--- src/rtl/icache_pkg.sv ---
// instruction cache package

`default_nettype none

package icache_pkg;

  //////////////////////////////////////////////////////////////////////
  // geometry
  //////////////////////////////////////////////////////////////////////

  // fetch address and instruction word
  localparam int ADDR_W     = 32;
  localparam int FETCH_W    = 32;
  // one line holds four words
  localparam int LINE_W     = 128;
  localparam int NUM_WAYS   = 2;
  localparam int NUM_SETS   = 16;
  // address split: tag | index | word | byte
  localparam int OFFSET_W   = 4;
  localparam int INDEX_W    = 4;
  localparam int TAG_W      = ADDR_W - INDEX_W - OFFSET_W;
  localparam int WORD_SEL_W = 2;
  // replacement lfsr
  localparam int LFSR_W     = 8;

  //////////////////////////////////////////////////////////////////////
  // types
  //////////////////////////////////////////////////////////////////////

  typedef logic [ADDR_W-1:0]               addr_t;
  typedef logic [TAG_W-1:0]                tag_t;
  typedef logic [INDEX_W-1:0]              index_t;
  typedef logic [WORD_SEL_W-1:0]           word_sel_t;
  typedef logic [FETCH_W-1:0]              fetch_word_t;
  typedef logic [LINE_W-1:0]               line_t;
  // one bit per way
  typedef logic [NUM_WAYS-1:0]             way_mask_t;
  // binary way number
  typedef logic [$clog2(NUM_WAYS)-1:0]     way_idx_t;

  // controller states, FLUSH is the reset state
  typedef enum logic [2:0] {
    FLUSH,
    IDLE,
    LOOKUP,
    REFILL
  } ctrl_state_e;

endpackage

`default_nettype wire

--- src/rtl/icache_hit_select.sv ---
// instruction cache hit and word select

`timescale 1ns/1ps
`default_nettype none

module icache_hit_select import icache_pkg::*; (
  input  wire tag_t      tag_rdata_i  [NUM_WAYS],
  input  wire way_mask_t vld_rdata_i,
  input  wire line_t     line_rdata_i [NUM_WAYS],
  input  wire tag_t      lookup_tag_i,
  input  wire word_sel_t lookup_word_i,
  input  wire logic      use_refill_i,
  input  wire line_t     refill_line_i,
  output logic           hit_o,
  output fetch_word_t    rsp_data_o
);

  way_mask_t hit_vec;
  way_idx_t  hit_way;
  line_t     sel_line;

  //////////////////////////////////////////////////////////////////////
  // tag compare
  //////////////////////////////////////////////////////////////////////

  // a stale tag never hits, valid qualifies the compare
  always_comb begin
    for (int w = 0; w < NUM_WAYS; w++) begin
      hit_vec[w] = vld_rdata_i[w] & (tag_rdata_i[w] == lookup_tag_i);
    end
  end

  assign hit_o = |hit_vec;

  // lowest hitting way, a line lives in one way only
  always_comb begin
    hit_way = '0;
    for (int w = NUM_WAYS - 1; w >= 0; w--) begin
      if (hit_vec[w]) begin
        hit_way = way_idx_t'(w);
      end
    end
  end

  //////////////////////////////////////////////////////////////////////
  // word select
  //////////////////////////////////////////////////////////////////////

  // refill data bypasses the arrays when a miss completes
  assign sel_line   = use_refill_i ? refill_line_i : line_rdata_i[hit_way];
  assign rsp_data_o = sel_line[lookup_word_i * FETCH_W +: FETCH_W];

endmodule

`default_nettype wire

--- config.mk ---
export PLATFORM = sky130hd
export DESIGN_NAME = icache_hit_select
export DESIGN_NICKNAME = d
export VERILOG_FILES = /design/src/rtl/icache_pkg.sv /design/src/rtl/icache_hit_select.sv
export SDC_FILE = /design/constraint.sdc
export NUM_CORES = 1
export LEC_CHECK = 0
export ABC_AREA = 1
export BUFFER_PORTS_ARGS = -buffer_cell sky130_fd_sc_hd__buf_2
export CORE_AREA = 2 2 194 196
export DETAILED_ROUTE_END_ITERATION = 8
export DIE_AREA = 0 0 196 198
export PLACE_DENSITY = 0.43
export SETUP_SLACK_MARGIN = 0.3
export SLEW_MARGIN = 20
export SYNTH_ARGS = -nofsm -noshare
export SYNTH_HDL_FRONTEND = slang
export SYNTH_SLANG_ARGS = --single-unit
--- constraint.sdc ---
create_clock -name vclk -period 3.8
set_input_delay 0.57 -clock vclk [all_inputs]
set_output_delay 0.57 -clock vclk [all_outputs]
set_load 0.005 [all_outputs]
==> flow_metrics.env <==
export IMPL_status="complete, no violations"
export IMPL_syn_num_nets=1707
export IMPL_dieArea_um2=38800
export IMPL_dpl_cell_count=2141
export IMPL_max_stage_delay_ns=0.28
export IMPL_crit_top_cell="nand2_1"
export IMPL_min_from="line_rdata_i[218]"
export IMPL_path_max_fanout=78
export IMPL_finalSetupViolCount=0
export IMPL_grt_pass1_wl_um=51600
export IMPL_start_util_pct=14.2
export IMPL_yosys_area_top_type="nand2_1"
export IMPL_seq_cells=0
export IMPL_hold_depth=8
export IMPL_gr_usage_all_layers_pct=17.5
export IMPL_multiInputGateArea_um2=4530
export IMPL_ant_nets=0
export IMPL_seq_area_um2=0
export IMPL_swShare_pct=56.3
export IMPL_min_path_type="in2out"
export IMPL_netlist_top_cells_count="529 x nand2_1, 281 x nor2_1, 259 x nand3_1, 61 x inv_1, 43 x clkbuf_1"
export IMPL_power_density_nw_per_um2=99.9
export IMPL_synth_top_area_share_pct=37.8
export IMPL_crit_path_end_kind="output port"
export IMPL_power_internal_mw=0.356
export IMPL_max_cap_viol_count=0
export IMPL_clock_buffers=0
export IMPL_route_detailed_drc=0
export IMPL_pwr_share_clk_pct=0
export IMPL_finalWorstSetupSlack_ns=0.498
export IMPL_slew_headroom_pct=41.4
export IMPL_synth_area_top_cells="nand2_1 38%, nand3_1 25%, nor2_1 20%"
export IMPL_switching_power_mw=0.460
export IMPL_crit_path_top_delay_cell="buf_16"
export IMPL_synth_warning_count=0
export IMPL_die_y_um=198
export IMPL_rsz0062_at_grt="yes"
export IMPL_die_w_um=196
export IMPL_hold_buffers=0
export IMPL_drv_slew=0
export IMPL_antenna_found_initial=1
export IMPL_rows=71
export IMPL_dp_slack_ns=0.337
export IMPL_whs_endpoint="rsp_data_o[26]"
export IMPL_hold_viol_final=0
export IMPL_fin_crit_sh_pct=86.9
export IMPL_synthCells=1246
export IMPL_fmax_mhz=303
export IMPL_first_pass_iters=5
export IMPL_cp_data_arrival_time_ns=2.73
export IMPL_grt_pass1_vias=8590
export IMPL_numPortBuffers=494
export IMPL_yosysMostFrequentCell="nand2_1"
export IMPL_fin_cells=2147
export IMPL_path_class="in2out"
export IMPL_routedWlPerCell_um=17.3
export IMPL_vias=9224
export IMPL_required_ns=3.23
export IMPL_fin_util_pct=22.1
export IMPL_core_um2=37000
export IMPL_cp_cell_sequence="buf_2, xnor2_1, nand2_1, nor2_1, nand2_1, nor2_1, nand2_4, nand2_4, buf_16, nand2_1, nand3_1, nand2_1, nand2_1, nand2_1, nand2_1, buf_2"
export IMPL_drive_above_1_share_pct=31.8
export IMPL_synthToLayoutAreaGrowth_pct=55.7
export IMPL_worst_setup_path_start_kind="primary input"
export IMPL_post_dp_hpwl_um=30100
export IMPL_synth_area_um2=5250
export IMPL_combPwrFrac_pct=100.0
export IMPL_drtIter0Drc=419
export IMPL_fillCellCount=4493
export IMPL_tns_ns=0
export IMPL_overflow=0
export IMPL_ys_seq_area_share_pct=0
export IMPL_gp_congestion=0.919
export IMPL_period_needed_ns=3.30
export IMPL_ys_types=19
export IMPL_vias_per_cell=4.30
export IMPL_vdd_ir_drop_worst_uv=82.2
export IMPL_nets=2135
export IMPL_synth_avg_cell_area_um2=4.21
export IMPL_seq_power_share_pct=0
export IMPL_totalWireLength_um=37100
export IMPL_grt_max_degree=79
export IMPL_io_pins=494
export IMPL_leakagePower_nw=4.99
export IMPL_tightestPinTransition_ns=0.878
[per-stage QoR]
stage | total power [mW] | hold slack [ns] | area, um^2
4_1_cts | 0.831 | 1.61 | 8060
5_1_grt | 0.919 | 1.64 | 8170
6_report | 0.816 | 1.61 | 8170
2_1_floorplan | 0.355 | 1.38 | 5250
3_3_place_gp | 0.832 | 1.62 | 8060
3_5_place_dp | 0.827 | 1.61 | 8060
[layout make-up]
class / instances / area share (%)
tap: 474 / 7.26
multi-input combinational: 1089 / 55.4
timing repair buffer: 516 / 34.1
antenna: 1 / 0.0306
inverter: 67 / 3.17
[power by group through the flow]
| stage | Clock, mW | Sequential [mW] | Combinational [mW] |
|---|---|---|---|
| global placement | 0 | 0 | 0.832 |
| detailed placement | 0 | 0 | 0.827 |
| CTS | 0 | 0 | 0.831 |
| global route | 0.0000000352 | 0 | 0.919 |
| finish | 0.0000000352 | 0 | 0.816 |
| floorplan | 0 | 0 | 0.355 |
[how the worst max path moves through the flow]
stage                     slack [ns]  cells past startpoint             start              to
after floorplan                 1.43                     15    tag_rdata_i[8]  rsp_data_o[10]
after global placement          0.27                     16  lookup_tag_i[20]  rsp_data_o[22]
after detailed placement        0.34                     16   lookup_tag_i[5]  rsp_data_o[22]
after CTS                       0.32                     16   lookup_tag_i[5]  rsp_data_o[22]
after global routing            0.28                     18  lookup_tag_i[19]  rsp_data_o[21]
final                           0.50                     16   lookup_tag_i[6]  rsp_data_o[24]
[per-layer routing]
metal | GRT usage [%] | share of wire, % | vias to the layer above
met5 | 0 | 0 | -
met4 | 3.93 | 2.6 | 0
met3 | 1.60 | 6.0 | 36
met2 | 32.3 | 50 | 416
met1 | 21.8 | 41 | 4066
li1 | - | - | 4706
[critical path, delay by kind of cell]
kind | cells | cell delay (ns)
and+or+nand+nor | 12 | 1.42
buffers and inverters | 3 | 0.52
xor gates and xnor gates | 1 | 0.16
[cell usage in the layout (no fill, tap or decap), drive strengths merged]
| cell | instances |
|---|---|
| nand2 | 530 |
| buf | 514 |
| nor2 | 282 |
| nand3 | 259 |
| inv | 66 |
| xnor2 | 9 |
| o21ai | 4 |
| xor2 | 3 |
| clkbuf | 2 |
| diode | 1 |
| a21boi | 1 |
| clkinv | 1 |
| o211ai | 1 |
[repair_timing]
| action | CTS | global route |
|---|---|---|
| gates resized for setup | 0 | 9 |
| setup endpoints to repair | 0 | 26 |
| setup buffers | 0 | 2 |
[cell families (layout without fill, tap and decap cells)]
| kind of cell | count (synthesis) | in the layout | share of synthesized area (%) |
|---|---|---|---|
| and+or+nand+nor | 1071 | 1071 | 83.0 |
| buffers and inverters | 157 | 583 | 14.4 |
| xor gates and xnor gates | 12 | 12 | 2.00 |
| AOI/OAI and AO/OA | 6 | 6 | 0.668 |
| other | 0 | 1 | 0 |
(Power assumes the default switching activity.)
