**src/rtl/icache_pkg.sv**
```systemverilog
// instruction cache package

`default_nettype none

package icache_pkg;

  //////////////////////////////////////////////////////////////////////
  // geometry
  //////////////////////////////////////////////////////////////////////

  // fetch address and instruction word
  localparam int ADDR_W     = 32;
  localparam int FETCH_W    = 32;
  // one line holds four words
  localparam int LINE_W     = 128;
  localparam int NUM_WAYS   = 2;
  localparam int NUM_SETS   = 16;
  // address split: tag | index | word | byte
  localparam int OFFSET_W   = 4;
  localparam int INDEX_W    = 4;
  localparam int TAG_W      = ADDR_W - INDEX_W - OFFSET_W;
  localparam int WORD_SEL_W = 2;
  // replacement lfsr
  localparam int LFSR_W     = 8;

  //////////////////////////////////////////////////////////////////////
  // types
  //////////////////////////////////////////////////////////////////////

  typedef logic [ADDR_W-1:0]               addr_t;
  typedef logic [TAG_W-1:0]                tag_t;
  typedef logic [INDEX_W-1:0]              index_t;
  typedef logic [WORD_SEL_W-1:0]           word_sel_t;
  typedef logic [FETCH_W-1:0]              fetch_word_t;
  typedef logic [LINE_W-1:0]               line_t;
  // one bit per way
  typedef logic [NUM_WAYS-1:0]             way_mask_t;
  // binary way number
  typedef logic [$clog2(NUM_WAYS)-1:0]     way_idx_t;

  // controller states, FLUSH is the reset state
  typedef enum logic [2:0] {
    FLUSH,
    IDLE,
    LOOKUP,
    REFILL
  } ctrl_state_e;

endpackage

`default_nettype wire

```
**src/rtl/icache_arrays.sv**
```systemverilog
// instruction cache tag and data arrays

`timescale 1ns/1ps
`default_nettype none

module icache_arrays import icache_pkg::*; (
  input  wire logic      clk_i,
  input  wire logic      rst_ni,
  input  wire logic      rd_en_i,
  input  wire logic      wr_en_i,
  input  wire logic      vld_clr_en_i,
  input  wire index_t    index_i,
  input  wire way_mask_t wr_way_mask_i,
  input  wire tag_t      wr_tag_i,
  input  wire line_t     wr_line_i,
  output tag_t           tag_rdata_o  [NUM_WAYS],
  output way_mask_t      vld_rdata_o,
  output line_t          line_rdata_o [NUM_WAYS]
);

  // storage, one entry per set and way
  tag_t      tag_mem  [NUM_WAYS][NUM_SETS];
  line_t     line_mem [NUM_WAYS][NUM_SETS];
  // valid bits per set, one bit per way
  way_mask_t vld_q    [NUM_SETS];

  //////////////////////////////////////////////////////////////////////
  // tag and line storage
  //////////////////////////////////////////////////////////////////////

  always_ff @(posedge clk_i) begin
    for (int w = 0; w < NUM_WAYS; w++) begin
      // write only the selected way
      if (wr_en_i && wr_way_mask_i[w]) begin
        tag_mem[w][index_i]  <= wr_tag_i;
        line_mem[w][index_i] <= wr_line_i;
      end
      // all ways are read out together
      if (rd_en_i) begin
        tag_rdata_o[w]  <= tag_mem[w][index_i];
        line_rdata_o[w] <= line_mem[w][index_i];
      end
    end
  end

  //////////////////////////////////////////////////////////////////////
  // valid bits
  //////////////////////////////////////////////////////////////////////

  always_ff @(posedge clk_i or negedge rst_ni) begin
    if (!rst_ni) begin
      for (int s = 0; s < NUM_SETS; s++) begin
        vld_q[s] <= '0;
      end
      vld_rdata_o <= '0;
    end else begin
      // clearing drops every way of the set
      if (vld_clr_en_i) begin
        vld_q[index_i] <= '0;
      end else if (wr_en_i) begin
        vld_q[index_i] <= vld_q[index_i] | wr_way_mask_i;
      end
      if (rd_en_i) begin
        vld_rdata_o <= vld_q[index_i];
      end
    end
  end

endmodule

`default_nettype wire

```
**config.mk**
```make
export PLATFORM = sky130hd
export DESIGN_NAME = icache_arrays
export DESIGN_NICKNAME = d
export VERILOG_FILES = /design/src/rtl/icache_pkg.sv /design/src/rtl/icache_arrays.sv
export SDC_FILE = /design/constraint.sdc
export NUM_CORES = 2
export LEC_CHECK = 0
export ABC_AREA = 1
export BUFFER_PORTS_ARGS = -buffer_cell sky130_fd_sc_hd__buf_2
export CAP_MARGIN = 40
export CORE_AREA = 2 2 729 877
export DETAILED_ROUTE_END_ITERATION = 7
export DIE_AREA = 0 0 731 879
export SETUP_SLACK_MARGIN = 0.4
export SKIP_LAST_GASP = 1
export SLEW_MARGIN = 25
export SYNTH_ARGS = -nofsm -noshare
export SYNTH_HDL_FRONTEND = slang
export SYNTH_MEMORY_MAX_BITS = 65536
export SYNTH_SLANG_ARGS = --single-unit
```
**constraint.sdc**
```tcl
create_clock -name clk_i -period 1.9 [get_ports clk_i]
set_clock_uncertainty 0.05 [all_clocks]
set_input_delay 0.285 -clock clk_i [delete_from_list [all_inputs] [get_ports clk_i]]
set_output_delay 0.285 -clock clk_i [all_outputs]
set_load 0.005 [all_outputs]
```
==> reports/metrics.csv <==
stage,metric,value,unit
critical_path,CP peak stage delay,580,ps
clocking,clk buf depth,4,
logic_synthesis,most frequent cells after synthesis,"edfxtp_1 (5168), nand2_1 (2570), a22oi_1 (2432), buf_2 (472), nand4_1 (304)",
logic_synthesis,post-synth top area cell,edfxtp_1,
drt,DRC Markers,0,
logic_synthesis,post-synthesis xor/xnor area fraction,0,
place,GPL Wtd Cong,0.798,
die,I/O Pins,469,
power_and_ir_drop,VDD IR max,0.810,mV
timing,RSZ-0062 raised after global routing,yes,
critical_path,crit-path cells,buf_2,
logic_synthesis,Yosys reg bits,5202,
finish,nets,13136,
power_and_ir_drop,P_int,187,mW
timing,final period utilization,1.17,
logic_synthesis,largest family of logic cells by synthesized area,compound AO/OA/AOI/OAI gates,
power_and_ir_drop,combinational share of power,0.058,
global_route,GRT Total Usage,0.172,
critical_path,buffers and inverters on the worst path,1,
logic_synthesis,Gate Count Post-Synth,11335,
critical_path,CP top delay family,flip-flops,
logic_synthesis,Post-Synth Adder-Cell Area,0,
timing,Final Hold Fails,0,
critical_path,endpoint class of the critical path,primary output,
logic_synthesis,most common cell in the synthesized netlist,edfxtp_1,
global_route,initial antenna violation count,48,
die,die span in y,879,um
global_route,gr ovfl total,0,
drt,routed len/inst,26.3,um
critical_path,CP arrival,1890,ps
logic_synthesis,post-synthesis compound-gate area fraction,0.0971,
timing,worst hold margin,45.0,ps
clocking,"CTS clk-pin slew, worst paths",60,ps
timing,Max Fclk,450,MHz
critical_path,critical path's slowest cell,edfxtp_1,
logic_synthesis,post-synthesis mux area share,0,
critical_path,Crit Path Category,register to primary output,
global_route,first-pass GRT wire length,815000,um
hold_path,Tightest Hold Check Type,primary input to register,
place,I/O Buffers,468,
logic_synthesis,count of warnings emitted by yosys,0,
die,Initial Utilization,0.299,
power_and_ir_drop,PD cells,1030,nW/um^2
global_route,vias in the first global route,110330,
logic_synthesis,ys flop type,edfxtp_1,
global_route,GR peak layer,met2,
drt,routed vias/inst,5.08,
logic_synthesis,most area-consuming cells after synthesis,"edfxtp_1 (82%), a22oi_1 (9.6%), nand2_1 (5.1%), buf_2 (1.2%), nand4_1 (1.0%)",
timing,Final setup viols,263,
timing,Rel. slew slack,0.417,
clocking,latest clock arrival within the worst-skew pair,1110,ps
clocking,CTS buffer count,485,
global_route,met2 Usage GRT,0.290,
power_and_ir_drop,sequential power share,0.538,
critical_path,CP startpoint kind,register,
die,core region area,634000,um^2
die,Die Wd,731,um
global_route,largest net degree at the start of global routing,62,
clocking,CTS Sinks,5202,
drt,Pre-antenna DRT Iters,6,
drt,via count,110895,
finish,layout cell share with drive strength beyond 1,0.181,
power_and_ir_drop,Leak,78.6,nW
logic_synthesis,Post-Syn Nets,11498,
clocking,root buffer cell,clkbuf_16,
drt,routed wire length,573000,um
drt,initial drt markers,11935,
logic_synthesis,"Cell Area, Synth",190000,um^2
logic_synthesis,fraction of registers with async set/reset,0.00654,
power_and_ir_drop,Sw Share,0.223,
timing,setup_tns,-24360,ps
finish,Post-Layout Inst Area,233000,um^2
logic_synthesis,fraction of the mapped netlist area in simple logic gates,0.0630,
timing,Slew Limit Fails,0,
drt,Post-DRT Antenna Nets,0,
critical_path,"critical path fanouts, max",1,
flow_run,Max Cap Viol,0,
clocking,TritonCTS clock tree,built,
timing,min cycle time layout,2220,ps
logic_synthesis,Post-synth EDFFs,5168,
die,full die area,643000,um^2
place,Setup WS pre-CTS,-668,ps
outcome,failing checks,setup timing,
logic_synthesis,sequential share of the synthesized area,0.823,
logic_synthesis,post-synth top area share,0.818,
finish,layout overhead on the synthesized area,22.7,%
power_and_ir_drop,net switching power figure,53.7,mW
clocking,H-tree depth,5,
logic_synthesis,Avg Inst Size Synth,16.7,um^2
outcome,status,"complete, but fails checks",
global_route,met1 usage,0.231,
critical_path,critical path required time,1560,ps
place,dpl hpwl,359000,um
timing,Least-Margin Pin Slew,874,ps
global_route,met3 usage,0.0233,
logic_synthesis,"Distinct cells, synth",19,
power_and_ir_drop,clock network power share,0.404,
timing,Final WS setup,-324,ps
die,Rows,321,
place,area post-placement,215000,um^2
[layout make-up]
| type | count | area, um^2 |
|---|---|---|
| Fill cell | 58459 | 401000 |
| Sequential cell | 5202 | 156000 |
| Multi-Input combinational cell | 5431 | 30700 |
| Timing Repair Buffer | 1842 | 19600 |
| Clock buffer | 588 | 12600 |
| Tap cell | 8398 | 10500 |
| Clock inverter | 316 | 3330 |
| Antenna cell | 26 | 65.1 |
| Inverter | 11 | 56.3 |
[logic make-up after synthesis]
logic type,after synthesis
flops,5202
buf+inv,702
compound gates,2466
simple gates,2965
[cell usage in the layout, fill, tap and decap left out, types with 5 or more instances in the layout]
master / instances
buf_4: 709
nor2_1: 17
buf_2: 431
nand3_1: 32
a22oi_1: 2431
clkinv_2: 96
nand2_1: 2564
clkbuf_16: 486
nand2_2: 5
o21ai_0: 34
clkinv_1: 112
clkinvlp_4: 16
nand4_1: 304
clkinv_4: 9
inv_6: 9
dlygate4sd3_1: 161
inv_1: 6
dfrtp_1: 34
diode_2: 26
buf_12: 500
bufinv_16: 45
nor2_4: 38
clkbuf_1: 100
clkinv_16: 23
edfxtp_1: 5168
buf_6: 36
[registers in the layout, summed over array words and instances, names as in the netlist]
name	count
line_mem	4096
line_rdata_o	256
tag_mem	768
tag_rdata_o	48
vld_q	32
vld_rdata_o	2
[layer usage]
layer  share of wire  vias up  routed length (um)
met3           0.062      814               35800
met4           0.032       18               18400
met5         0.00018        -                 102
met2            0.49     4293              282000
li1                -    48099                   -
met1            0.41    57671              237000
[timing repair]
action                                  in CTS  in global routing
buffers inserted                             2                  6
resized for setup                           55                 21
hold buffers                               164                  0
cloned                                       0                  0
pin swaps                                    6                  5
endpoints found under the setup margin     341               4155
hold endpoints to repair                  5246                  0
[power by group through the flow]
stage	Clock, mW	Combinational, mW	Sequential, mW
3_5_place_dp	0	13.5	132
4_1_cts	98.6	13.9	129
6_report	97.1	13.8	129
2_1_floorplan	0	5.51	131
5_1_grt	103	14.9	129
3_3_place_gp	0	13.4	132
[per-stage QoR]
step	total power, mW	cells	utilization
final	240	21814	0.367
after CTS	242	21782	0.367
after global routing	247	21797	0.367
after global placement	145	20712	0.339
after floorplan	137	11335	-
after detailed placement	145	20712	0.339
[worst register-to-register path, stage by stage (launching register included)]
cell      delay [ps]
edfxtp_1         400
a22oi_1          340
nand2_1           90
nand2_1           80
nand4_1          300
[worst paths after layout]
check / from / endpoint / slack (ps) / cells past startpoint
setup / recovery: line_rdata_o[75]$_DFFE_PP_ / line_rdata_o[75] / -320 / 1
hold / removal: rd_en_i / tag_rdata_o[29]$_DFFE_PP_ / 40 / 2
setup reg to reg: line_mem[0][3613]$_DFFE_PP_ / line_rdata_o[29]$_DFFE_PP_ / 340 / 4
hold reg to reg: vld_q[24]$_DFFE_PN0P_ / vld_q[24]$_DFFE_PN0P_ / 460 / 2
max in group asynchronous: rst_ni / vld_q[16]$_DFFE_PN0P_ / 1010 / 4
min in group asynchronous: rst_ni / vld_rdata_o[1]$_DFFE_PN0P_ / 390 / 4
Power figures use the tool's default switching activity.
