## src/rtl/icache_pkg.sv

```systemverilog
// instruction cache package

`default_nettype none

package icache_pkg;

  //////////////////////////////////////////////////////////////////////
  // geometry
  //////////////////////////////////////////////////////////////////////

  // fetch address and instruction word
  localparam int ADDR_W     = 32;
  localparam int FETCH_W    = 32;
  // one line holds four words
  localparam int LINE_W     = 128;
  localparam int NUM_WAYS   = 2;
  localparam int NUM_SETS   = 16;
  // address split: tag | index | word | byte
  localparam int OFFSET_W   = 4;
  localparam int INDEX_W    = 4;
  localparam int TAG_W      = ADDR_W - INDEX_W - OFFSET_W;
  localparam int WORD_SEL_W = 2;
  // replacement lfsr
  localparam int LFSR_W     = 8;

  //////////////////////////////////////////////////////////////////////
  // types
  //////////////////////////////////////////////////////////////////////

  typedef logic [ADDR_W-1:0]               addr_t;
  typedef logic [TAG_W-1:0]                tag_t;
  typedef logic [INDEX_W-1:0]              index_t;
  typedef logic [WORD_SEL_W-1:0]           word_sel_t;
  typedef logic [FETCH_W-1:0]              fetch_word_t;
  typedef logic [LINE_W-1:0]               line_t;
  // one bit per way
  typedef logic [NUM_WAYS-1:0]             way_mask_t;
  // binary way number
  typedef logic [$clog2(NUM_WAYS)-1:0]     way_idx_t;

  // controller states, FLUSH is the reset state
  typedef enum logic [2:0] {
    FLUSH,
    IDLE,
    LOOKUP,
    REFILL
  } ctrl_state_e;

endpackage

`default_nettype wire

```

## src/rtl/icache_ctrl.sv

```systemverilog
// instruction cache controller

`timescale 1ns/1ps
`default_nettype none

module icache_ctrl import icache_pkg::*; (
  input  wire logic      clk_i,
  input  wire logic      rst_ni,
  // fetch side
  input  wire logic      req_valid_i,
  input  wire addr_t     req_addr_i,
  output logic           busy_o,
  output logic           rsp_valid_o,
  output logic           miss_o,
  // memory side
  output logic           mem_req_o,
  output addr_t          mem_addr_o,
  input  wire logic      mem_rtrn_valid_i,
  // maintenance
  input  wire logic      flush_i,
  input  wire logic      inv_valid_i,
  input  wire index_t    inv_index_i,
  // from hit stage and arrays
  input  wire logic      hit_i,
  input  wire way_mask_t vld_rdata_i,
  // to arrays
  output logic           rd_en_o,
  output logic           wr_en_o,
  output logic           vld_clr_en_o,
  output index_t         arr_index_o,
  output way_mask_t      wr_way_mask_o,
  output tag_t           wr_tag_o,
  // to hit stage
  output tag_t           lookup_tag_o,
  output word_sel_t      lookup_word_o,
  output logic           use_refill_o
);

  ctrl_state_e state_d, state_q;

  // registered fetch address of the lookup in flight
  addr_t       req_addr_q;
  index_t      lookup_index;

  // pending flush and set counter
  logic        flush_d, flush_q;
  index_t      flush_cnt_d, flush_cnt_q;
  logic        flush_last;

  // replacement
  way_idx_t    inv_way;
  logic        all_valid;
  way_idx_t    repl_way_q;
  logic        all_valid_q;
  logic        repl_capture;
  logic [LFSR_W-1:0] lfsr_q;
  logic        lfsr_fb;
  logic        lfsr_step;

  logic        can_accept;
  logic        accept;

  //////////////////////////////////////////////////////////////////////
  // address split
  //////////////////////////////////////////////////////////////////////

  assign lookup_tag_o  = req_addr_q[ADDR_W-1 -: TAG_W];
  assign lookup_index  = req_addr_q[OFFSET_W +: INDEX_W];
  assign lookup_word_o = req_addr_q[OFFSET_W-1 -: WORD_SEL_W];

  // line request, offset bits forced to zero
  assign mem_addr_o = {req_addr_q[ADDR_W-1:OFFSET_W], {OFFSET_W{1'b0}}};

  // tag goes along with the line write
  assign wr_tag_o = lookup_tag_o;

  // requests only in idle or right after a hit, never with a flush waiting
  assign can_accept = ~flush_q & ~flush_i &
                      ((state_q == IDLE) | ((state_q == LOOKUP) & hit_i));
  assign busy_o     = ~can_accept;
  assign accept     = req_valid_i & can_accept;

  assign use_refill_o = (state_q == REFILL);

  assign flush_last = (flush_cnt_q == index_t'(NUM_SETS - 1));

  //////////////////////////////////////////////////////////////////////
  // state machine
  //////////////////////////////////////////////////////////////////////

  always_comb begin
    state_d      = state_q;
    flush_d      = flush_q | flush_i;
    rd_en_o      = 1'b0;
    wr_en_o      = 1'b0;
    vld_clr_en_o = 1'b0;
    rsp_valid_o  = 1'b0;
    miss_o       = 1'b0;
    mem_req_o    = 1'b0;
    // read index comes straight from the fetch port
    arr_index_o  = req_addr_i[OFFSET_W +: INDEX_W];

    unique case (state_q)
      FLUSH: begin
        // clear one set per cycle
        vld_clr_en_o = 1'b1;
        arr_index_o  = flush_cnt_q;
        if (flush_last) begin
          state_d = IDLE;
          flush_d = 1'b0;
        end
      end
      IDLE: begin
        // flush wins, it clears the set of any invalidation anyway
        if (flush_d) begin
          state_d = FLUSH;
        end else if (inv_valid_i) begin
          vld_clr_en_o = 1'b1;
          arr_index_o  = inv_index_i;
        end else if (accept) begin
          rd_en_o = 1'b1;
          state_d = LOOKUP;
        end
      end
      LOOKUP: begin
        if (hit_i) begin
          rsp_valid_o = 1'b1;
          // next lookup overlaps with this response
          if (accept) begin
            rd_en_o = 1'b1;
          end else begin
            state_d = IDLE;
          end
        end else begin
          mem_req_o = 1'b1;
          miss_o    = 1'b1;
          state_d   = REFILL;
        end
      end
      REFILL: begin
        arr_index_o = lookup_index;
        // returned line is forwarded and written in the same cycle
        if (mem_rtrn_valid_i) begin
          wr_en_o     = 1'b1;
          rsp_valid_o = 1'b1;
          state_d     = IDLE;
        end
      end
      default: begin
        state_d = FLUSH;
      end
    endcase
  end

  // counter restarts at zero whenever we leave FLUSH
  assign flush_cnt_d = (state_q == FLUSH) ? flush_cnt_q + 1'b1 : '0;

  //////////////////////////////////////////////////////////////////////
  // replacement
  //////////////////////////////////////////////////////////////////////

  // lowest invalid way of the looked up set
  always_comb begin
    inv_way = '0;
    for (int w = NUM_WAYS - 1; w >= 0; w--) begin
      if (!vld_rdata_i[w]) begin
        inv_way = way_idx_t'(w);
      end
    end
  end

  assign all_valid    = &vld_rdata_i;
  assign repl_capture = (state_q == LOOKUP) & ~hit_i;

  // one-hot write mask from the chosen way
  always_comb begin
    for (int w = 0; w < NUM_WAYS; w++) begin
      wr_way_mask_o[w] = (repl_way_q == way_idx_t'(w));
    end
  end

  // fibonacci lfsr, x^8 + x^6 + x^5 + x^4 + 1
  assign lfsr_fb   = lfsr_q[7] ^ lfsr_q[5] ^ lfsr_q[4] ^ lfsr_q[3];
  // only advance when a full set gets a line
  assign lfsr_step = wr_en_o & all_valid_q;

  //////////////////////////////////////////////////////////////////////
  // registers
  //////////////////////////////////////////////////////////////////////

  always_ff @(posedge clk_i or negedge rst_ni) begin
    if (!rst_ni) begin
      state_q     <= FLUSH;
      flush_q     <= 1'b0;
      flush_cnt_q <= '0;
      repl_way_q  <= '0;
      all_valid_q <= 1'b0;
      lfsr_q      <= {{(LFSR_W-1){1'b0}}, 1'b1};
    end else begin
      state_q     <= state_d;
      flush_q     <= flush_d;
      flush_cnt_q <= flush_cnt_d;
      if (repl_capture) begin
        repl_way_q  <= all_valid ? lfsr_q[0] : inv_way;
        all_valid_q <= all_valid;
      end
      if (lfsr_step) begin
        lfsr_q <= {lfsr_q[LFSR_W-2:0], lfsr_fb};
      end
    end
  end

  // fetch address is held for the whole lookup and refill
  always_ff @(posedge clk_i) begin
    if (accept) begin
      req_addr_q <= req_addr_i;
    end
  end

endmodule

`default_nettype wire

```

## config.mk

```make
export PLATFORM = sky130hd
export DESIGN_NAME = icache_ctrl
export DESIGN_NICKNAME = d
export VERILOG_FILES = /design/src/rtl/icache_pkg.sv /design/src/rtl/icache_ctrl.sv
export SDC_FILE = /design/constraint.sdc
export NUM_CORES = 1
export LEC_CHECK = 0
export ABC_CLOCK_PERIOD_IN_PS = 5800
export CAP_MARGIN = 30
export CORE_AREA = 2 2 69 71
export CTS_BUF_LIST = sky130_fd_sc_hd__clkbuf_4 sky130_fd_sc_hd__clkbuf_8
export DETAILED_ROUTE_END_ITERATION = 8
export DIE_AREA = 0 0 71 73
export DONT_BUFFER_PORTS = 1
export PLACE_DENSITY = 0.78
export SLEW_MARGIN = 30
export SYNTH_ARGS = -nofsm -noshare
export SYNTH_HDL_FRONTEND = slang
export SYNTH_SLANG_ARGS = --single-unit
```

## constraint.sdc

```tcl
create_clock -name clk_i -period 5.8 [get_ports clk_i]
set_input_delay 0.58 -clock clk_i [delete_from_list [all_inputs] [get_ports clk_i]]
set_output_delay 0.58 -clock clk_i [all_outputs]
set_load 0.01 [all_outputs]
```

==> run summary <==
Synth cell types = 31
Ports = 141
post-DP HPWL = 3070 µm
most used cell, CP = a21oi_1
final antenna diode count = 0
largest net degree at the start of global routing = 31
CP required = 5220 ps
DR WL met3 = 470 µm
Overall Power = 0.774 mW
I/O Buffers = 0
largest fanout on the critical path = 11
Pins Over Slew Limit = 0
Layout Nets = 193
multi-input combinational cell area = 562 µm²
Min Clock Period, post-route = 2470 ps
Die ar. = 5180 µm²
vias = 1120
delay-heaviest family, CP = compound AO/OA/AOI/OAI gates
Max Used Layer = met4
Tightest Pin Transition = 896 ps
Clock transition at path regs = 80 ps
antenna viol nets, final = 0
layout cells sized above 1 = 14.1%
top area cells in the synthesized netlist = edfxtp_1 (39%), buf_4 (17%), dfrtp_1 (17%)
Yosys reg bits = 47
Compound-Gate Fraction of Synth Area = 7.75%
synthesized cell area = 2330 µm²
Crit. End Element = output port
RSZ-0062 raised after global routing = false
total grt overflow = 0
post-synth top area share = 38.7%
FMAX = 405 MHz
Reg area = 1330 µm²
Cell Rows = 25
initial antenna violation count = 0
main combinational cell family by area after synthesis = buffers and inverters
Placeable Area = 4540 µm²
count leader, synth = buf_4
slowest cell on the critical path = dfrtp_1
Die Ht = 73 µm
Synth Area in Adders = 3.77%
worst vdd ir = 162 µV
Area after DPL = 1990 µm²
synthesized instance count = 188
drt pass-1 iters = 4
YS warnings = 0
chip width = 71 µm
Root Buffer Master = clkbuf_8
Slew headroom = 40.1%
XOR/XNOR Fraction of Synth Area = 1.88%
critical path arrival = 1890 ps
vias in the first global route = 1134
Routed met1 length = 1260 µm
Setup CP Type = reg -> out
DR WL met2 = 2210 µm
Largest stage delay, worst path = 430 ps
CTS max path bufs = 2
CTS Buf Count = 5
CTS H-tree lvls = 2
First DRT Iteration DRCs = 29
Post-Route WL = 3990 µm
Post-Syn Area per Cell = 12.4 µm²
Final setup viols = 0
Starting Density = 51.3%
number of hold violations in the final report = 0
Critical Path, Cell by Cell = inv_1 -> ha_1 -> a221oi_1 -> a21oi_1 -> nor2_1 -> a21oi_1
Tcrit/Tclk final = 42.5%
Synth Area in Simple Gates = 5.38%
number of remaining DRC errors = 0
Fillers = 382
Seq/Total Area, Yosys = 57.1%
maxcap violations = 0
CTS sink cnt = 47
Synth async-reset ratio = 36.2%
first-pass GRT wire length = 5840 µm
CTS tree = yes
gpl congestion = 0.736
multiplexer share of the synthesized area = 4.25%
most frequent cells after synthesis = buf_4 (54), edfxtp_1 (30), dfrtp_1 (16)
clock skew = 11.1 ps
Clock Latency Late Sink = 290 ps
GRT Total Usage = 15.2%
DR vias/cell = 5.71
Leakage = 0.824 nW
Min-Delay Path Class = in -> async
total setup buffers inserted after CTS = 0
Design Area, Final = 2130 µm²
WL/cell = 20.4 µm
outcome = finished clean
Post-synth EDFFs = 30
leading area contributor after synthesis = edfxtp_1
Main synth FF type = edfxtp_1
Crit path buffers/inverters = 1
setup TNS = 0 ps
P per Cell Area = 363 nW/µm²
Worst setup SP type = flip-flop
Area growth syn-to-layout = -8.28%
-- layout by cell type (no fill, tap or decap), drive strengths merged --
cell / instances
or2: 1
or3b: 1
nand2b: 2
xnor2: 4
a221oi: 4
a21oi: 11
conb: 4
xor2: 1
mux2: 7
o21bai: 1
nand3: 2
a32oi: 1
inv: 8
dlygate4sd3: 1
edfxtp: 30
o221ai: 1
and4: 1
clkbuf: 5
dfrtp: 16
nor2b: 1
mux2i: 2
ha: 7
a41oi: 1
o21ai: 10
nand2: 7
and2: 4
bufinv: 2
nor2: 5
dfstp: 1
clkinvlp: 1
-- kinds of logic (layout without fill, tap and decap cells) --
logic type                 Yosys count  in the layout
and+or+nand+nor                     24             24
muxes                                9              9
other                                1              4
DFF                                 47             47
AOI/OAI and AO/OA                   29             29
xor gates and xnor gates             5              5
buffers and inverters               66             17
adders and majority gates            7              7
-- metal layers --
| metal | up-vias | global-route usage (%) |
|---|---|---|
| li1 | 492 | - |
| met1 | 529 | 13.8 |
| met2 | 92 | 28.7 |
| met3 | 7 | 7.60 |
| met4 | 0 | 5.66 |
| met5 | - | 0 |
-- sequential cells by signal, summed over array words and instances (netlist names) --
signal,count
repl_way_q,1
flush_q,1
lfsr_q,8
flush_cnt_q,4
req_addr_q,30
all_valid_q,1
state_q,2
-- path summary, 6_finish.rpt --
kind,from,to,slack (ps),depth (start not counted)
max,state_q[1],arr_index_o[0],3330,6
min,rst_ni,lfsr_q[0],120,0
max reg2reg,state_q[1],req_addr_q[9],3560,4
min reg2reg,flush_cnt_q[0],flush_cnt_q[0],490,1
max in group asynchronous,rst_ni,lfsr_q[7],4530,1
min in group clk_i,req_addr_i[5],req_addr_q[5],370,0
-- cell type report --
cell class	count	area share (%)
clock inverters	3	3.17
well taps	54	3.17
inverters	8	1.41
clock buffers	5	3.23
flip-flops and latches	47	62.2
multi-input cells	78	26.3
repair buffers	1	0.469
-- worst reg2reg max path, delay by kind of cell, from the launching register on --
kind,cells,cell delay [ps]
flip-flops,1,430
AO/OA/AOI/OAI,1,740
adder cells (fa/ha/maj),1,360
buffers and inverters,2,330
-- metrics by stage --
step	hold WS [ps]	utilization [%]	std cells	setup slack, ps
3_3_place_gp	285	43.8	187	3660
2_1_floorplan	284	-	191	2920
3_5_place_dp	285	43.8	187	3550
5_1_grt	96.1	47.0	196	3160
4_1_cts	107	47.0	196	3330
6_report	122	47.0	196	3330
-- repair_timing --
| action | in CTS | in global routing |
|---|---|---|
| hold endpoints to repair | 16 | 0 |
| endpoints found under the setup margin | 0 | 0 |
| hold buffers | 1 | 0 |
| gates resized for setup | 0 | 0 |
-- where the power goes --
part / leakage [nW] / total, mW / switching (mW) / internal [mW]
clock: 0.0644 / 0.276 / 0.105 / 0.172
combinational: 0.266 / 0.114 / 0.0705 / 0.0434
sequential: 0.493 / 0.384 / 0.0145 / 0.370
total: 0.824 / 0.774 / 0.190 / 0.585
Power figures use the tool's default switching activity.
